[config.mk]
export PLATFORM = sky130hd
export DESIGN_NAME = clct_finder_top
export DESIGN_NICKNAME = d
export VERILOG_FILES = /design/src/clct_pkg.sv /design/src/best_1of32.sv /design/src/clct_finder_top.sv /design/src/clct_wb_regs.sv /design/src/pattern_match.sv
export SDC_FILE = /design/constraint.sdc
export NUM_CORES = 2
export LEC_CHECK = 0
export BUFFER_PORTS_ARGS = -buffer_cell sky130_fd_sc_hd__clkbuf_2
export CAP_MARGIN = 0
export CORE_ASPECT_RATIO = 0.6
export CORE_MARGIN = 4
export CORE_UTILIZATION = 42
export DETAILED_ROUTE_END_ITERATION = 16
export GPL_TIMING_DRIVEN = 0
export SLEW_MARGIN = 20
export SYNTH_ARGS = -nofsm -noshare
export SYNTH_HDL_FRONTEND = slang
export SYNTH_SLANG_ARGS = --single-unit
[constraint.sdc]
create_clock -name clock -period 15.9 [get_ports clock]
set_clock_uncertainty 0.2 [all_clocks]
set_input_delay 0.795 -clock clock [delete_from_list [all_inputs] [get_ports clock]]
set_output_delay 0.795 -clock clock [all_outputs]
set_load 0.05 [all_outputs]
[src/clct_pkg.sv]
package clct_pkg;

  // ----------------------------------------------------------------------
  // Chamber geometry
  // ----------------------------------------------------------------------
  localparam int n_layers = 6;
  localparam int n_keys   = 32;
  localparam int key_bits = 5;

  // Pattern word is the hit count above the pattern id
  localparam int hit_bits   = 3;
  localparam int id_bits    = 4;
  localparam int pat_bits   = hit_bits + id_bits;
  localparam int n_patterns = 5;

  // Two comparator bits per layer, layer 0 lowest
  localparam int cc_bits = 2 * n_layers;

  localparam logic [1:0] cc_none   = 2'd0;
  localparam logic [1:0] cc_left   = 2'd1;
  localparam logic [1:0] cc_centre = 2'd2;
  localparam logic [1:0] cc_right  = 2'd3;

  // Window centre offsets in half-strips, one row per pattern id
  // Layer 2 is the key layer and never moves
  localparam int pattern_offset [n_patterns][n_layers] = '{
    '{ 2,  1,  0, -1, -2, -3},
    '{-2, -1,  0,  1,  2,  3},
    '{ 1,  1,  0,  0, -1, -1},
    '{-1, -1,  0,  0,  1,  1},
    '{ 0,  0,  0,  0,  0,  0}
  };

  // ----------------------------------------------------------------------
  // Wishbone register map
  // ----------------------------------------------------------------------
  localparam int wb_addr_bits = 4;
  localparam int wb_data_bits = 32;

  localparam logic [wb_addr_bits-1:0] addr_layer0 = 4'd0;
  localparam logic [wb_addr_bits-1:0] addr_layer1 = 4'd1;
  localparam logic [wb_addr_bits-1:0] addr_layer2 = 4'd2;
  localparam logic [wb_addr_bits-1:0] addr_layer3 = 4'd3;
  localparam logic [wb_addr_bits-1:0] addr_layer4 = 4'd4;
  localparam logic [wb_addr_bits-1:0] addr_layer5 = 4'd5;
  localparam logic [wb_addr_bits-1:0] addr_start  = 4'd6;
  localparam logic [wb_addr_bits-1:0] addr_result = 4'd8;

  // Result register fields, comparator code sits at bit 0
  localparam int result_valid_bit = 24;
  localparam int result_pat_lsb   = 17;
  localparam int result_key_lsb   = 12;

endpackage

[src/best_1of32.sv]
module best_1of32 (
  input  logic                                                clock,
  input  logic                                                rst_n,
  input  logic [clct_pkg::n_keys-1:0][clct_pkg::pat_bits-1:0] key_pat,
  input  logic [clct_pkg::n_keys-1:0][clct_pkg::cc_bits-1:0]  key_cc,
  input  logic                                                key_valid,
  output logic [clct_pkg::pat_bits-1:0]                       best_pat,
  output logic [clct_pkg::key_bits-1:0]                       best_key,
  output logic [clct_pkg::cc_bits-1:0]                        best_cc,
  output logic                                                best_valid
);

  // Level 0 holds the inputs and levels 1 to 3 keep 16, 8 and 4
  logic [clct_pkg::pat_bits-1:0] pat_t [4][clct_pkg::n_keys];
  logic [clct_pkg::key_bits-1:0] key_t [4][clct_pkg::n_keys];
  logic [clct_pkg::cc_bits-1:0]  cc_t  [4][clct_pkg::n_keys];

  // Best 2 of 4 as next value and as pipeline register
  // The top key bit is added by the final compare
  logic [clct_pkg::pat_bits-1:0] pat_d [2];
  logic [clct_pkg::key_bits-2:0] key_d [2];
  logic [clct_pkg::cc_bits-1:0]  cc_d  [2];
  logic [clct_pkg::pat_bits-1:0] pat_p [2];
  logic [clct_pkg::key_bits-2:0] key_p [2];
  logic [clct_pkg::cc_bits-1:0]  cc_p  [2];
  logic                          valid_p;
  logic                          odd_last;

  // Odd entry must be strictly better, so ties keep the lower key
  function automatic logic odd_wins(
    input logic [clct_pkg::pat_bits-1:0] even_pat,
    input logic [clct_pkg::pat_bits-1:0] odd_pat
  );
    return odd_pat > even_pat;
  endfunction

  // ----------------------------------------------------------------------
  // Compare-by-twos down to 4 and then the 2 of 4 compare
  // ----------------------------------------------------------------------
  always_comb begin : tree
    logic odd;
    pat_t = '{default: '0};
    key_t = '{default: '0};
    cc_t  = '{default: '0};
    for (int i = 0; i < clct_pkg::n_keys; i++) begin
      pat_t[0][i] = key_pat[i];
      cc_t[0][i]  = key_cc[i];
    end
    // Each level appends its key bit above those already set
    for (int lvl = 1; lvl < 4; lvl++) begin
      for (int i = 0; i < (clct_pkg::n_keys >> lvl); i++) begin
        odd = odd_wins(pat_t[lvl-1][2*i], pat_t[lvl-1][2*i+1]);
        pat_t[lvl][i] = odd ? pat_t[lvl-1][2*i+1] : pat_t[lvl-1][2*i];
        cc_t[lvl][i]  = odd ? cc_t[lvl-1][2*i+1] : cc_t[lvl-1][2*i];
        // The first level has no lower key bits to carry
        if (lvl > 1) begin
          key_t[lvl][i] = odd ? key_t[lvl-1][2*i+1] : key_t[lvl-1][2*i];
        end
        key_t[lvl][i][lvl-1] = odd;
      end
    end
    for (int i = 0; i < 2; i++) begin
      odd = odd_wins(pat_t[3][2*i], pat_t[3][2*i+1]);
      pat_d[i] = odd ? pat_t[3][2*i+1] : pat_t[3][2*i];
      key_d[i] = {odd, odd ? key_t[3][2*i+1][2:0] : key_t[3][2*i][2:0]};
      cc_d[i]  = odd ? cc_t[3][2*i+1] : cc_t[3][2*i];
    end
  end

  always_ff @(posedge clock) begin
    pat_p <= pat_d;
    key_p <= key_d;
    cc_p  <= cc_d;
  end

  // Final 1 of 2 into the output register
  assign odd_last = odd_wins(pat_p[0], pat_p[1]);

  always_ff @(posedge clock) begin
    best_pat <= odd_last ? pat_p[1] : pat_p[0];
    best_key <= {odd_last, odd_last ? key_p[1] : key_p[0]};
    best_cc  <= odd_last ? cc_p[1] : cc_p[0];
  end

  always_ff @(posedge clock) begin
    if (!rst_n) begin
      valid_p    <= 1'b0;
      best_valid <= 1'b0;
    end else begin
      valid_p    <= key_valid;
      best_valid <= valid_p;
    end
  end

endmodule

[src/clct_finder_top.sv]
module clct_finder_top (
  input  logic                              clock,
  input  logic                              rst_n,
  input  logic                              wb_cyc,
  input  logic                              wb_stb,
  input  logic                              wb_we,
  input  logic [clct_pkg::wb_addr_bits-1:0] wb_adr,
  input  logic [clct_pkg::wb_data_bits-1:0] wb_dat_w,
  output logic [clct_pkg::wb_data_bits-1:0] wb_dat_r,
  output logic                              wb_ack
);

  logic [clct_pkg::n_layers-1:0][clct_pkg::n_keys-1:0] layer_hits;
  logic                                                start;

  // Per-key results out of the first stage
  logic [clct_pkg::n_keys-1:0][clct_pkg::pat_bits-1:0] key_pat;
  logic [clct_pkg::n_keys-1:0][clct_pkg::cc_bits-1:0]  key_cc;
  logic                                                key_valid;

  // Winner out of the sorter
  logic [clct_pkg::pat_bits-1:0] best_pat;
  logic [clct_pkg::key_bits-1:0] best_key;
  logic [clct_pkg::cc_bits-1:0]  best_cc;
  logic                          best_valid;

  clct_wb_regs regs_i (
    .clock      (clock),
    .rst_n      (rst_n),
    .wb_cyc     (wb_cyc),
    .wb_stb     (wb_stb),
    .wb_we      (wb_we),
    .wb_adr     (wb_adr),
    .wb_dat_w   (wb_dat_w),
    .wb_dat_r   (wb_dat_r),
    .wb_ack     (wb_ack),
    .layer_hits (layer_hits),
    .start      (start),
    .best_pat   (best_pat),
    .best_key   (best_key),
    .best_cc    (best_cc),
    .best_valid (best_valid)
  );

  pattern_match match_i (
    .clock      (clock),
    .rst_n      (rst_n),
    .layer_hits (layer_hits),
    .start      (start),
    .key_pat    (key_pat),
    .key_cc     (key_cc),
    .key_valid  (key_valid)
  );

  best_1of32 sort_i (
    .clock      (clock),
    .rst_n      (rst_n),
    .key_pat    (key_pat),
    .key_cc     (key_cc),
    .key_valid  (key_valid),
    .best_pat   (best_pat),
    .best_key   (best_key),
    .best_cc    (best_cc),
    .best_valid (best_valid)
  );

endmodule

[src/clct_wb_regs.sv]
module clct_wb_regs (
  input  logic                                                clock,
  input  logic                                                rst_n,
  input  logic                                                wb_cyc,
  input  logic                                                wb_stb,
  input  logic                                                wb_we,
  input  logic [clct_pkg::wb_addr_bits-1:0]                   wb_adr,
  input  logic [clct_pkg::wb_data_bits-1:0]                   wb_dat_w,
  output logic [clct_pkg::wb_data_bits-1:0]                   wb_dat_r,
  output logic                                                wb_ack,
  output logic [clct_pkg::n_layers-1:0][clct_pkg::n_keys-1:0] layer_hits,
  output logic                                                start,
  input  logic [clct_pkg::pat_bits-1:0]                       best_pat,
  input  logic [clct_pkg::key_bits-1:0]                       best_key,
  input  logic [clct_pkg::cc_bits-1:0]                        best_cc,
  input  logic                                                best_valid
);

  logic                           wb_write;
  logic                           start_write;
  logic                           result_valid;
  logic [clct_pkg::pat_bits-1:0]  result_pat;
  logic [clct_pkg::key_bits-1:0]  result_key;
  logic [clct_pkg::cc_bits-1:0]   result_cc;
  logic [clct_pkg::wb_data_bits-1:0] result_word;

  // Writes commit at the end of the ack cycle
  assign wb_write    = wb_ack & wb_cyc & wb_stb & wb_we;
  assign start_write = wb_write && (wb_adr == clct_pkg::addr_start);

  // ----------------------------------------------------------------------
  // Single-cycle ack, never two in a row
  // ----------------------------------------------------------------------
  always_ff @(posedge clock) begin
    if (!rst_n) begin
      wb_ack <= 1'b0;
      start  <= 1'b0;
    end else begin
      wb_ack <= wb_cyc & wb_stb & ~wb_ack;
      start  <= start_write;
    end
  end

  // Layer hit images
  always_ff @(posedge clock) begin
    if (!rst_n) begin
      layer_hits <= '0;
    end else if (wb_write) begin
      case (wb_adr)
        clct_pkg::addr_layer0: layer_hits[0] <= wb_dat_w;
        clct_pkg::addr_layer1: layer_hits[1] <= wb_dat_w;
        clct_pkg::addr_layer2: layer_hits[2] <= wb_dat_w;
        clct_pkg::addr_layer3: layer_hits[3] <= wb_dat_w;
        clct_pkg::addr_layer4: layer_hits[4] <= wb_dat_w;
        clct_pkg::addr_layer5: layer_hits[5] <= wb_dat_w;
        default: ;
      endcase
    end
  end

  // A new start hides the old result until the next winner lands
  always_ff @(posedge clock) begin
    if (!rst_n) begin
      result_valid <= 1'b0;
    end else if (start_write) begin
      result_valid <= 1'b0;
    end else if (best_valid) begin
      result_valid <= 1'b1;
    end
  end

  always_ff @(posedge clock) begin
    if (best_valid) begin
      result_pat <= best_pat;
      result_key <= best_key;
      result_cc  <= best_cc;
    end
  end

  // ----------------------------------------------------------------------
  // Read mux
  // ----------------------------------------------------------------------
  always_comb begin
    result_word = '0;
    result_word[clct_pkg::result_valid_bit] = result_valid;
    result_word[clct_pkg::result_pat_lsb +: clct_pkg::pat_bits] = result_pat;
    result_word[clct_pkg::result_key_lsb +: clct_pkg::key_bits] = result_key;
    result_word[0 +: clct_pkg::cc_bits] = result_cc;
  end

  always_comb begin
    wb_dat_r = '0;
    case (wb_adr)
      clct_pkg::addr_layer0: wb_dat_r = layer_hits[0];
      clct_pkg::addr_layer1: wb_dat_r = layer_hits[1];
      clct_pkg::addr_layer2: wb_dat_r = layer_hits[2];
      clct_pkg::addr_layer3: wb_dat_r = layer_hits[3];
      clct_pkg::addr_layer4: wb_dat_r = layer_hits[4];
      clct_pkg::addr_layer5: wb_dat_r = layer_hits[5];
      clct_pkg::addr_result: wb_dat_r = result_word;
      default: ;
    endcase
  end

endmodule

[src/pattern_match.sv]
module pattern_match (
  input  logic                                                clock,
  input  logic                                                rst_n,
  input  logic [clct_pkg::n_layers-1:0][clct_pkg::n_keys-1:0] layer_hits,
  input  logic                                                start,
  output logic [clct_pkg::n_keys-1:0][clct_pkg::pat_bits-1:0] key_pat,
  output logic [clct_pkg::n_keys-1:0][clct_pkg::cc_bits-1:0]  key_cc,
  output logic                                                key_valid
);

  logic [clct_pkg::n_keys-1:0][clct_pkg::pat_bits-1:0] pat_next;
  logic [clct_pkg::n_keys-1:0][clct_pkg::cc_bits-1:0]  cc_next;

  // Half-strips off either end of the group read as empty
  function automatic logic cell_at(
    input logic [clct_pkg::n_keys-1:0] hits,
    input int                          pos
  );
    logic value;
    value = 1'b0;
    if (pos >= 0 && pos < clct_pkg::n_keys) begin
      value = hits[pos];
    end
    return value;
  endfunction

  // Three-cell window, centre wins over left (lower strip) over right
  function automatic logic [1:0] window_code(
    input logic [clct_pkg::n_keys-1:0] hits,
    input int                          centre
  );
    logic [1:0] code;
    if (cell_at(hits, centre)) begin
      code = clct_pkg::cc_centre;
    end else if (cell_at(hits, centre - 1)) begin
      code = clct_pkg::cc_left;
    end else if (cell_at(hits, centre + 1)) begin
      code = clct_pkg::cc_right;
    end else begin
      code = clct_pkg::cc_none;
    end
    return code;
  endfunction

  // ----------------------------------------------------------------------
  // Score all patterns at every key
  // ----------------------------------------------------------------------
  always_comb begin : score
    logic [1:0]                    code;
    logic [clct_pkg::hit_bits-1:0] hits_now;
    logic [clct_pkg::cc_bits-1:0]  cc_now;
    logic [clct_pkg::hit_bits-1:0] best_hits;
    logic [clct_pkg::id_bits-1:0]  best_id;
    logic [clct_pkg::cc_bits-1:0]  best_cc;

    for (int key = 0; key < clct_pkg::n_keys; key++) begin
      best_hits = '0;
      best_id   = '0;
      best_cc   = '0;
      // Ascending ids with >= so a tie goes to the higher id
      for (int pid = 0; pid < clct_pkg::n_patterns; pid++) begin
        hits_now = '0;
        cc_now   = '0;
        for (int layer = 0; layer < clct_pkg::n_layers; layer++) begin
          code = window_code(layer_hits[layer],
                             key + clct_pkg::pattern_offset[pid][layer]);
          cc_now[2*layer +: 2] = code;
          if (code != clct_pkg::cc_none) begin
            hits_now = hits_now + 1'b1;
          end
        end
        // Empty keys keep an all-zero word
        if (hits_now != '0 && hits_now >= best_hits) begin
          best_hits = hits_now;
          best_id   = clct_pkg::id_bits'(pid);
          best_cc   = cc_now;
        end
      end
      pat_next[key] = {best_hits, best_id};
      cc_next[key]  = best_cc;
    end
  end

  // ----------------------------------------------------------------------
  // Stage register, loaded by the start pulse
  // ----------------------------------------------------------------------
  always_ff @(posedge clock) begin
    if (start) begin
      key_pat <= pat_next;
      key_cc  <= cc_next;
    end
  end

  always_ff @(posedge clock) begin
    if (!rst_n) begin
      key_valid <= 1'b0;
    end else begin
      key_valid <= start;
    end
  end

endmodule

==> results_dict.tcl <==
set metrics [dict create \
    status "completed" \
    yosysWarnings 0 \
    dp_cells 16800 \
    hp-class "input pin to flip-flop" \
    p_per_area_mw_per_mm2 44.0 \
    yosys.area_share.simple_pct 16.9 \
    hold_start "wb_stb" \
    crit_fanout 10 \
    synth_xor_area_share_pct 10.4 \
    cp.arrival_ps 13510 \
    utilization_pct 46.1 \
    grt_pass1_vias 94100 \
    cts_buffers 97 \
    fmax_mhz 75.3 \
    grt_pass1_wl_um 721000 \
    grt_max_degree 61 \
    fin_crit_ps 13280 \
    synth_edf_count 599 \
    startpoint_type "flip-flop" \
    slew_violations 0 \
    cts.sinks 864 \
    synth_seq_area_share_pct 21.6 \
    placed_area_mm2 0.114 \
    track_usage_pct 37.7 \
    fillers 25400 \
    synth_compound_area_share_pct 21.5 \
    synth_cell_type_count 131 \
    ios 74 \
    cpMostUsedCell "ha_1" \
    seqCellArea_mm2 0.0233 \
    cpMaxStageDelayCell "a21oi_1" \
    tritoncts "built" \
    synth_mux_area_share_pct 8.56 \
    drive_gt1_share_pct 9.59 \
    finalHoldViolCount 0 \
    firstDrtPassIters 12 \
    grt-ovfl-total 0 \
    p_leak_nw 52.4 \
    ir_worst_vdd_mv 0.0792 \
    ys_seq_elements 864 \
    yosysMostFrequentCell "nand2_1" \
    post-dp-hpwl_um 428000 \
    synth.avg_cell_area_um2 8.14 \
    worst_hold_path.endpoint "regs_i.wb_ack" \
    netlist_top_cells_area "edfxtp_1, ha_1, xnor2_1" \
    start_util_pct 42.4 \
    multi_input_area_mm2 0.0777 \
    synth-main-ff-cell "edfxtp_1" \
    rsz0062_at_grt "false" \
    die_w_um 662 \
    cp.required_ps 16130 \
    slew_headroom_pct 6.94 \
    timing.rr.end "match_i.key_pat[55]" \
    drt_iter0_drc 18200 \
    period_share_pct 83.5 \
    synth_top_family_by_area "compound AO/OA/AOI/OAI gates" \
    clock_latency_ps 740 \
    cts_resized 0 \
    synth_adder_area_share_pct 14.3 \
    r2r_start "regs_i.layer_hits[5]" \
    io_buffers 72 \
    cts.clk_slew.worst_paths_ps 80 \
    netlist_area_mm2 0.108 \
    chipHeight_um 400 \
    tightest_slew_ps 1400 \
    synth_largest_area_cell "edfxtp_1" \
    synth_fp_nets 14500 \
    fin_cells 17000 \
    finalPower_w 0.00515 \
    root_buffer "clkbuf_16" \
    setup_viol 0 \
    syn_inst 13200 \
    hold_buffers 0 \
    cp_slowest_stage_delay_ps 880 \
    clockBufferDepth 3 \
    num_vias 109000 \
    async_flop_share_pct 0 \
    reg2reg_depth 44 \
    h-tree-depth 3 \
    ys_top_cells_by_count "nand2_1, ha_1, inv_1" \
    synth_top_area_share_pct 16.7 \
    wl_um 522000 \
    place_congestion 1.08 \
    finalInstanceArea_mm2 0.117 \
    drc 0 \
    worstHoldPathCells 2 \
    wl_per_cell_um 30.7 \
    reg2reg_slack_ps 2620 \
    core_area_mm2 0.254 \
    rows 143 \
    die-area_mm2 0.265 \
    antenna_found_initial 37 \
    nets 14700 \
    cts_setup_buffers 0 \
    area_delta_synth_final_pct 8.70 \
    postRouteAntennaNets 0 \
    critPathCaptureType "flip-flop" \
    vias_per_cell 6.41 \
    timing.max_cap.violations 0 \
    setup.worst_path.class "flip-flop to flip-flop" \
]
[through the flow]
| stage | hold slack (ps) | TNS [ps] | worst slack (ps) |
|---|---|---|---|
| after floorplan | 186 | 0 | 1760 |
| after global placement | 186 | -2653730 | -4650 |
| after detailed placement | 189 | 0 | 3220 |
| after CTS | 128 | 0 | 3130 |
| after global routing | 157 | 0 | 2340 |
| final | 166 | 0 | 2620 |
[power breakdown]
group          internal [W]  switching [W]  leakage, nW
combinational     0.0000905       0.000215         41.9
clock               0.00133        0.00114         1.62
sequential          0.00238    0.000000686         8.87
total               0.00380        0.00135         52.4
[how the worst max path moves through the flow]
stage | endpoint | depth (start not counted) | slack [ps] | start
global route | match_i.key_pat[55] | 44 | 2340 | regs_i.layer_hits[5]
global placement | match_i.key_cc[109] | 0 | -4650 | regs_i.start
detailed placement | match_i.key_pat[55] | 44 | 3220 | regs_i.layer_hits[5]
finish | match_i.key_pat[55] | 44 | 2620 | regs_i.layer_hits[5]
CTS | match_i.key_pat[55] | 44 | 3130 | regs_i.layer_hits[5]
floorplan | match_i.key_valid | 1 | 1760 | regs_i.start
[critical path: cells and delay by family (launching register included)]
family                   cells  cell delay [ps]
AO/OA/AOI/OAI               16             4270
XOR/XNOR                     2              520
adder cells (fa/ha/maj)      8             2410
buffers and inverters        7             2340
flip-flops                   1              330
multiplexers                 1              370
AND/OR/NAND/NOR             10             2530
[placed cells by master, fill, tap and decap left out, drive strengths merged, types with 99 or more instances in the layout]
| cell | instances |
|---|---|
| o31ai | 211 |
| buf | 357 |
| clkbuf | 762 |
| inv | 940 |
| dfxtp | 265 |
| nor3 | 317 |
| a21oi | 857 |
| a21o | 257 |
| a31oi | 150 |
| nor2 | 806 |
| edfxtp | 599 |
| xor2 | 265 |
| nor4 | 116 |
| nand3 | 358 |
| nand2 | 1459 |
| and2 | 99 |
| a211oi | 126 |
| o21ai | 637 |
| xnor2 | 870 |
| a21boi | 206 |
| or3 | 166 |
| mux2i | 472 |
| mux2 | 398 |
| ha | 1221 |
| a22oi | 157 |
| nand2b | 211 |
[routing by layer]
layer	global-route usage, %	part of all wire (%)
met1	58.3	45
met2	43.5	33
met3	19.4	19
met4	8.52	2.6
met5	0.257	0.11
[cells by family after synthesis]
kind of cell	Yosys count
AND/OR/NAND/NOR	3826
AO/OA/AOI/OAI	3444
buffers and inverters	1796
adder cells (fa/ha/maj)	1237
XOR/XNOR	1185
multiplexers	870
flip-flops	864
[layout make-up]
type | instances | area share, %
repair buffers | 137 | 1.08
multi-input cells | 10600 | 66.4
diodes | 31 | 0.0663
inverters | 928 | 2.98
well taps | 3407 | 3.64
clock buffers | 114 | 2.24
clock inverters | 63 | 0.575
plain buffers | 868 | 3.16
flip-flops and latches | 864 | 19.9
[state kept, by name, summed over array words and instances (netlist names), 8 cells and up]
| register | cells |
|---|---|
| regs_i.result_cc | 12 |
| regs_i.layer_hits | 192 |
| match_i.key_cc | 384 |
| sort_i.cc_p | 24 |
| sort_i.pat_p | 12 |
| sort_i.key_p | 8 |
| sort_i.best_cc | 12 |
| match_i.key_pat | 192 |
(Power assumes the default switching activity.)
